==> src/common/vc_pkg.sv <==
package vc_pkg;

    // one row's share of a cache line
    localparam int SLICE_W = 32;
    typedef logic [SLICE_W-1:0] slice_t;

    // entry index inside one bank
    localparam int INDEX_W = 4;
    localparam int DEPTH   = 1 << INDEX_W;
    typedef logic [INDEX_W-1:0] index_t;

    // column select for at most 4 columns in a row
    localparam int BLOCK_W = 2;
    typedef logic [BLOCK_W-1:0] block_t;

    // address layout is {block, index}
    localparam int ADDR_W    = BLOCK_W + INDEX_W;
    localparam int INDEX_LSB = 0;
    localparam int BLOCK_LSB = INDEX_LSB + INDEX_W;
    typedef logic [ADDR_W-1:0] addr_t;

    typedef enum logic {
        op_read  = 1'b0,
        op_write = 1'b1
    } op_e;

    function automatic block_t addr_block(addr_t addr);
        return addr[BLOCK_LSB +: BLOCK_W];
    endfunction

    function automatic index_t addr_index(addr_t addr);
        return addr[INDEX_LSB +: INDEX_W];
    endfunction

endpackage

==> src/bank_group/bank_sram.sv <==
`timescale 1ns/1ps

module bank_sram (
    input  logic           clk,
    input  logic           rst_n,
    input  logic           wr_en,
    input  logic           rd_en,
    input  vc_pkg::index_t index,
    input  vc_pkg::slice_t wr_slice,
    output vc_pkg::slice_t rd_slice
);

    vc_pkg::slice_t mem [vc_pkg::DEPTH];

    // write lands on the edge where wr_en is high
    always_ff @(posedge clk or negedge rst_n) begin
        if (!rst_n) begin
            for (int i = 0; i < vc_pkg::DEPTH; i++) begin
                mem[i] <= '0;
            end
        end else if (wr_en) begin
            mem[index] <= wr_slice;
        end
    end

    // registered read data arrives one cycle after rd_en
    always_ff @(posedge clk or negedge rst_n) begin
        if (!rst_n) begin
            rd_slice <= '0;
        end else if (rd_en) begin
            rd_slice <= mem[index];
        end
    end

endmodule

==> src/bank_group/bank_group.sv <==
`timescale 1ns/1ps

module bank_group #(
    parameter int BLOCK_ID = 0
) (
    input  logic           clk,
    input  logic           rst_n,
    input  logic           west_vld,
    input  vc_pkg::op_e    west_op,
    input  vc_pkg::addr_t  west_addr,
    input  vc_pkg::slice_t west_slice,
    output logic           east_vld,
    output vc_pkg::op_e    east_op,
    output vc_pkg::addr_t  east_addr,
    output vc_pkg::slice_t east_slice
);

    vc_pkg::block_t blk;
    vc_pkg::index_t idx;
    logic           hit;
    logic           wr_en;
    logic           rd_en;
    logic           rd_hit_q;
    vc_pkg::slice_t slice_q;
    vc_pkg::slice_t rd_slice;

    assign blk = vc_pkg::addr_block(west_addr);
    assign idx = vc_pkg::addr_index(west_addr);

    // this tile owns the command when the block field names its column
    assign hit   = west_vld && (blk == vc_pkg::block_t'(BLOCK_ID));
    assign wr_en = hit && (west_op == vc_pkg::op_write);
    assign rd_en = hit && (west_op == vc_pkg::op_read);

    bank_sram sram_i (
        .clk      (clk),
        .rst_n    (rst_n),
        .wr_en    (wr_en),
        .rd_en    (rd_en),
        .index    (idx),
        .wr_slice (west_slice),
        .rd_slice (rd_slice)
    );

    always_ff @(posedge clk or negedge rst_n) begin
        if (!rst_n) begin
            east_vld <= 1'b0;
            rd_hit_q <= 1'b0;
        end else begin
            east_vld <= west_vld;
            rd_hit_q <= rd_en;
        end
    end

    // hop registers toward the east, one tile per cycle
    always_ff @(posedge clk or negedge rst_n) begin
        if (!rst_n) begin
            east_op   <= vc_pkg::op_read;
            east_addr <= '0;
            slice_q   <= '0;
        end else begin
            east_op   <= west_op;
            east_addr <= west_addr;
            slice_q   <= west_slice;
        end
    end

    // sram output and hop registers line up on the same cycle
    // so a matched read can swap the passing slice for the stored one
    assign east_slice = rd_hit_q ? rd_slice : slice_q;

endmodule

==> src/verilog/bank_row.sv <==
`timescale 1ns/1ps

module bank_row #(
    parameter int COLS = 4
) (
    input  logic           clk,
    input  logic           rst_n,
    input  logic           west_vld,
    input  vc_pkg::op_e    west_op,
    input  vc_pkg::addr_t  west_addr,
    input  vc_pkg::slice_t west_slice,
    output logic           east_vld,
    output vc_pkg::op_e    east_op,
    output vc_pkg::addr_t  east_addr,
    output vc_pkg::slice_t east_slice
);

    // chain index c is the west side of tile c and index COLS the row's east edge
    logic           vld_w   [COLS+1];
    vc_pkg::op_e    op_w    [COLS+1];
    vc_pkg::addr_t  addr_w  [COLS+1];
    vc_pkg::slice_t slice_w [COLS+1];

    assign vld_w[0]   = west_vld;
    assign op_w[0]    = west_op;
    assign addr_w[0]  = west_addr;
    assign slice_w[0] = west_slice;

    for (genvar c = 0; c < COLS; c++) begin : g_col
        bank_group #(
            .BLOCK_ID (c)
        ) bank_group_i (
            .clk        (clk),
            .rst_n      (rst_n),
            .west_vld   (vld_w[c]),
            .west_op    (op_w[c]),
            .west_addr  (addr_w[c]),
            .west_slice (slice_w[c]),
            .east_vld   (vld_w[c+1]),
            .east_op    (op_w[c+1]),
            .east_addr  (addr_w[c+1]),
            .east_slice (slice_w[c+1])
        );
    end

    // COLS hops later the command leaves the row
    assign east_vld   = vld_w[COLS];
    assign east_op    = op_w[COLS];
    assign east_addr  = addr_w[COLS];
    assign east_slice = slice_w[COLS];

endmodule

==> config.mk <==
export PLATFORM = sky130hd
export DESIGN_NAME = bank_row
export DESIGN_NICKNAME = d
export VERILOG_FILES = /design/src/common/vc_pkg.sv /design/src/bank_group/bank_sram.sv /design/src/bank_group/bank_group.sv /design/src/verilog/bank_row.sv
export SDC_FILE = /design/constraint.sdc
export NUM_CORES = 2
export LEC_CHECK = 0
export CELL_PAD_IN_SITES_DETAIL_PLACEMENT = 1
export CELL_PAD_IN_SITES_GLOBAL_PLACEMENT = 2
export CORE_ASPECT_RATIO = 0.5
export CORE_MARGIN = 2
export CORE_UTILIZATION = 41
export CTS_BUF_LIST = sky130_fd_sc_hd__clkbuf_8
export DETAILED_ROUTE_END_ITERATION = 12
export DONT_BUFFER_PORTS = 1
export GPL_ROUTABILITY_DRIVEN = 1
export PLACE_DENSITY = 0.81
export SETUP_SLACK_MARGIN = 0.3
export SYNTH_ARGS = -nofsm -noshare
export SYNTH_HDL_FRONTEND = slang
export SYNTH_SLANG_ARGS = --single-unit
==> constraint.sdc <==
create_clock -name clk -period 2 [get_ports clk]
set_clock_uncertainty 0.1 [all_clocks]
set_input_delay 0.2 -clock clk [delete_from_list [all_inputs] [get_ports clk]]
set_output_delay 0.2 -clock clk [all_outputs]
set_load 0.01 [all_outputs]
==> results.md <==
- The area growth from synthesis to layout is 25.2%.
- After detailed routing, the number of remaining DRC violations is 0.
- The maximum level of the CTS H-tree is 5.
- The tree built by TritonCTS fans out to 2340 sinks.
- Counting flops with a built-in enable in the synthesized netlist gives 0.
- Once routing completed, OpenROAD measured the worst setup slack at -453 ps.
- The area share of the largest cell type after synthesis is 58.0%.
- The area of the die is 0.251 mm2.
- The critical-path maximum fanout is 6.
- After technology mapping, the gate count stands at 8708.
- Sorting the synthesized cells by area gives the leading types as sky130_fd_sc_hd__dfrtp_1, sky130_fd_sc_hd__mux2i_1, sky130_fd_sc_hd__a21oi_1, sky130_fd_sc_hd__mux2_2, sky130_fd_sc_hd__mux4_2.
- The CTS tree is built.
- The clock insertion delay at the later pin of the skew report is 1040 ps.
- Buffers inserted during clock tree synthesis total 341.
- Yosys printed 0 warnings.
- After detailed routing, the average wire length per cell comes to 27.9 um.
- The count of endpoints failing hold in the final timing report is 10.
- The classification of the worst setup path is reg -> reg.
- Setup repair after global routing could not meet its margin everywhere.
- STA classifies the critical path startpoint as a flop.
- The root buffer cell chosen for the clock tree is sky130_fd_sc_hd__clkbuf_8.
- The most common library cell in the layout ignoring fill and taps is sky130_fd_sc_hd__dfrtp_1.
- Setup violations remaining at the end of the flow were counted as 1156.
- The element type at the critical path end is a flop.
- The kind of path behind the tightest hold check is in -> reg.
- Global routing used 25.2% of the available tracks across all layers.
- The number of nets in the synthesized netlist is 8750.
- The run finished, with violations left.
- The final layout contains routed wiring with a total length of 358000 um.
- The final count of pins violating max slew is 0.
- The library cells used most frequently in the layout, excluding fill and tap cells, are sky130_fd_sc_hd__dfrtp_1, sky130_fd_sc_hd__nor2_1, sky130_fd_sc_hd__a21oi_1.
- Once layout is done, the placed cells without fillers occupy 0.126 mm2.
- The initial antenna violation count is 7.
- The synthesized netlist contains 51 unique library cells.
- Summing every instance area after synthesis gives 0.101 mm2.
- The initial core utilization is 41.4%.
- The tool flagged a number of max-cap violations equal to 0.
- The via count normalized by instance count is 5.79.
- The area of placed instances is 0.110 mm2.
- The number of vias after detailed routing is 74300.
- The power density over cell area is 880 mW/mm2.
- The average cell area after synthesis is 11.6 um2.
- The analysis attributes to cell leakage a power of 0.0578 uW.
- The first global-routing pass estimated 490000 um of wire.
- The number of ports placed on the die boundary is 82.
- The sequential-to-total area share from yosys stat is 58.0%.
- The deepest clock path buffer count is 4.
- The count of filler cells inserted in the layout is 24700.
- Entering global routing, the biggest net connects 234 pins.
- The final design utilization is 51.8%.
- The layout net count is 9369.
- The final reports fail on hold timing, setup timing.
- The worst-case hold slack is -404 ps.
- The worst-case IR drop observed on VDD is 543 uV.
- The total number of placement rows is 128.
- The relative slew slack is 24.3%.
- The data arrival time at the worst-slack endpoint is 3290 ps.
- The sum of negative setup slack is -141320 ps.
- The number of nets with antenna violations after detailed routing is 0.
- The cell taking the most area after synthesis is sky130_fd_sc_hd__dfrtp_1.
- Synthesis inferred 2340 register bits.
- The post-synthesis async set-or-reset flop share is 100%.
- The most instantiated flip-flop cell in the synthesis netlist is sky130_fd_sc_hd__dfrtp_1.
- The via count of the first global-routing pass is 77800.
- The upper clock frequency limit is 0.408 GHz.
- The core region is 0.244 mm2.
- The final clock period utilization by the worst path is 123%.
- After global routing the overflow that remains totals 0.
- The layout cell share with drive strength beyond 1 is 31.6%.
- Measured along the x axis, the die boundary spans 706 um.
- The final critical delay including setup and external delays is 2450 ps.
- The count of input and output buffers is 0.
- Total power for the finished layout comes to 111000 uW.
- At the end of routability-driven placement, the weighted congestion stood at 0.769.
- The first TritonRoute pass finished after 5 iterations.
- Measured along the y axis, the die boundary spans 355 um.
- At the worst endpoint, the required time is 2840 ps.
- At the pin with the least slew margin, the transition time is 1130 ps.
- The half-perimeter wire length after detailed placement is 184000 um.
- Clock-pin slew was measured on the worst setup and hold paths at 80 ps.
- The violation count after the first detailed-routing iteration is 5597.
[layout make-up]
type | count | area, um2 | area share, %
clock inverter | 157 | 737 | 0.583
sequential | 2340 | 58600 | 46.3
antenna | 4 | 10.0 | 0.00791
clock buffer | 433 | 5960 | 4.71
tap | 3250 | 4070 | 3.22
timing repair buffer | 1033 | 14600 | 11.6
inverter | 104 | 408 | 0.323
multi-input combinational | 5507 | 42100 | 33.3
[sequential cells by signal, summed over array words and instances, names as in the netlist]
| register | count |
|---|---|
| g_col.bank_group_i.east_op | 4 |
| g_col.bank_group_i.east_addr | 24 |
| g_col.bank_group_i.rd_hit_q | 4 |
| g_col.bank_group_i.east_vld | 4 |
| g_col.bank_group_i.sram_i.mem | 2048 |
| g_col.bank_group_i.sram_i.rd_slice | 128 |
| g_col.bank_group_i.slice_q | 128 |
[routing by layer]
layer | GRT usage, % | up-vias | routed length [um]
met4 | 7.82 | 2 | 17900
met3 | 3.52 | 985 | 20300
li1 | - | 31900 | -
met5 | 0 | - | 13
met1 | 34.0 | 39200 | 148000
met2 | 42.5 | 2276 | 172000
[synthesized netlist by cell type (29+ instances only)]
cell                          n
sky130_fd_sc_hd__o21ai_1     43
sky130_fd_sc_hd__a31oi_1     64
sky130_fd_sc_hd__a21oi_1   1102
sky130_fd_sc_hd__buf_4       42
sky130_fd_sc_hd__mux2i_1    712
sky130_fd_sc_hd__a221oi_1    64
sky130_fd_sc_hd__o21ai_0    374
sky130_fd_sc_hd__nand2_1    488
sky130_fd_sc_hd__nor3_1      34
sky130_fd_sc_hd__mux2_1      29
sky130_fd_sc_hd__dfrtp_1   2340
sky130_fd_sc_hd__mux2_2     485
sky130_fd_sc_hd__o21ai_2     31
sky130_fd_sc_hd__o22ai_1    196
sky130_fd_sc_hd__o211ai_1    48
sky130_fd_sc_hd__nor4_4      36
sky130_fd_sc_hd__buf_2      345
sky130_fd_sc_hd__mux2_4      30
sky130_fd_sc_hd__inv_1       98
sky130_fd_sc_hd__a22oi_1     34
sky130_fd_sc_hd__a21oi_2     84
sky130_fd_sc_hd__mux4_2     220
sky130_fd_sc_hd__buf_6       41
sky130_fd_sc_hd__clkbuf_1   313
sky130_fd_sc_hd__nor2_1    1318
[report_power, final]
group | total, uW | internal [uW] | switching, uW | leakage [uW]
Sequential | 56000 | 52600 | 3420 | 0.0310
Combinational | 15600 | 7290 | 8290 | 0.0229
Clock | 39700 | 19600 | 20100 | 0.00391
Total | 111000 | 79400 | 31800 | 0.0578
[worst paths after layout]
path	from	to	slack, ps	cells past startpoint
hold / removal	west_addr[0]	g_col[0].bank_group_i.sram_i.rd_slice[10]$_DFFE_PN0P_	-400	4
hold reg to reg	g_col[2].bank_group_i.east_addr[4]$_DFF_PN0_	g_col[3].bank_group_i.east_addr[4]$_DFF_PN0_	360	0
max in group asynchronous	rst_n	g_col[0].bank_group_i.sram_i.mem[358]$_DFFE_PN0P_	450	6
setup reg to reg	g_col[0].bank_group_i.east_addr[5]$_DFF_PN0_	g_col[1].bank_group_i.sram_i.mem[245]$_DFFE_PN0P_	-450	11
setup / recovery	g_col[0].bank_group_i.east_addr[5]$_DFF_PN0_	g_col[1].bank_group_i.sram_i.mem[245]$_DFFE_PN0P_	-450	11
min in group asynchronous	rst_n	g_col[3].bank_group_i.sram_i.mem[330]$_DFFE_PN0P_	430	4
[per-stage QoR]
step                hold WS [ps]  setup WS [ps]  instances
global route                -732           -483      12800
CTS                         -857           -496      12700
finish                      -404           -453      12800
global placement            32.0           -134      11800
detailed placement          19.4           -170      11800
floorplan                   -196           60.8       8708
[cell families after synthesis]
kind of cell	after synthesis	synth area share, %
mux	1476	18.1
compound gates	2068	11.5
flops	2340	58.0
simple gates	1960	8.29
buf+inv	864	4.10
[critical path: stages, from the launching register on]
cell and delay [ps]:
sky130_fd_sc_hd__dfrtp_1 390, sky130_fd_sc_hd__nand4b_4 270, sky130_fd_sc_hd__buf_6 190, sky130_fd_sc_hd__buf_6 120, sky130_fd_sc_hd__buf_6 120, sky130_fd_sc_hd__buf_6 110
sky130_fd_sc_hd__nor4_4 180, sky130_fd_sc_hd__buf_4 220, sky130_fd_sc_hd__buf_12 180, sky130_fd_sc_hd__clkbuf_16 200, sky130_fd_sc_hd__nor2_4 50, sky130_fd_sc_hd__a21oi_1 210
[repair_timing]
item,in CTS,in global routing
hold buffers,110,2
gates cloned,52,96
gates resized for setup,268,740
pin swaps,44,101
setup buffers,75,70
endpoints found under the hold margin,2925,97
setup endpoints to repair,1673,2099
No activity file was read; power rests on OpenSTA's default activity.
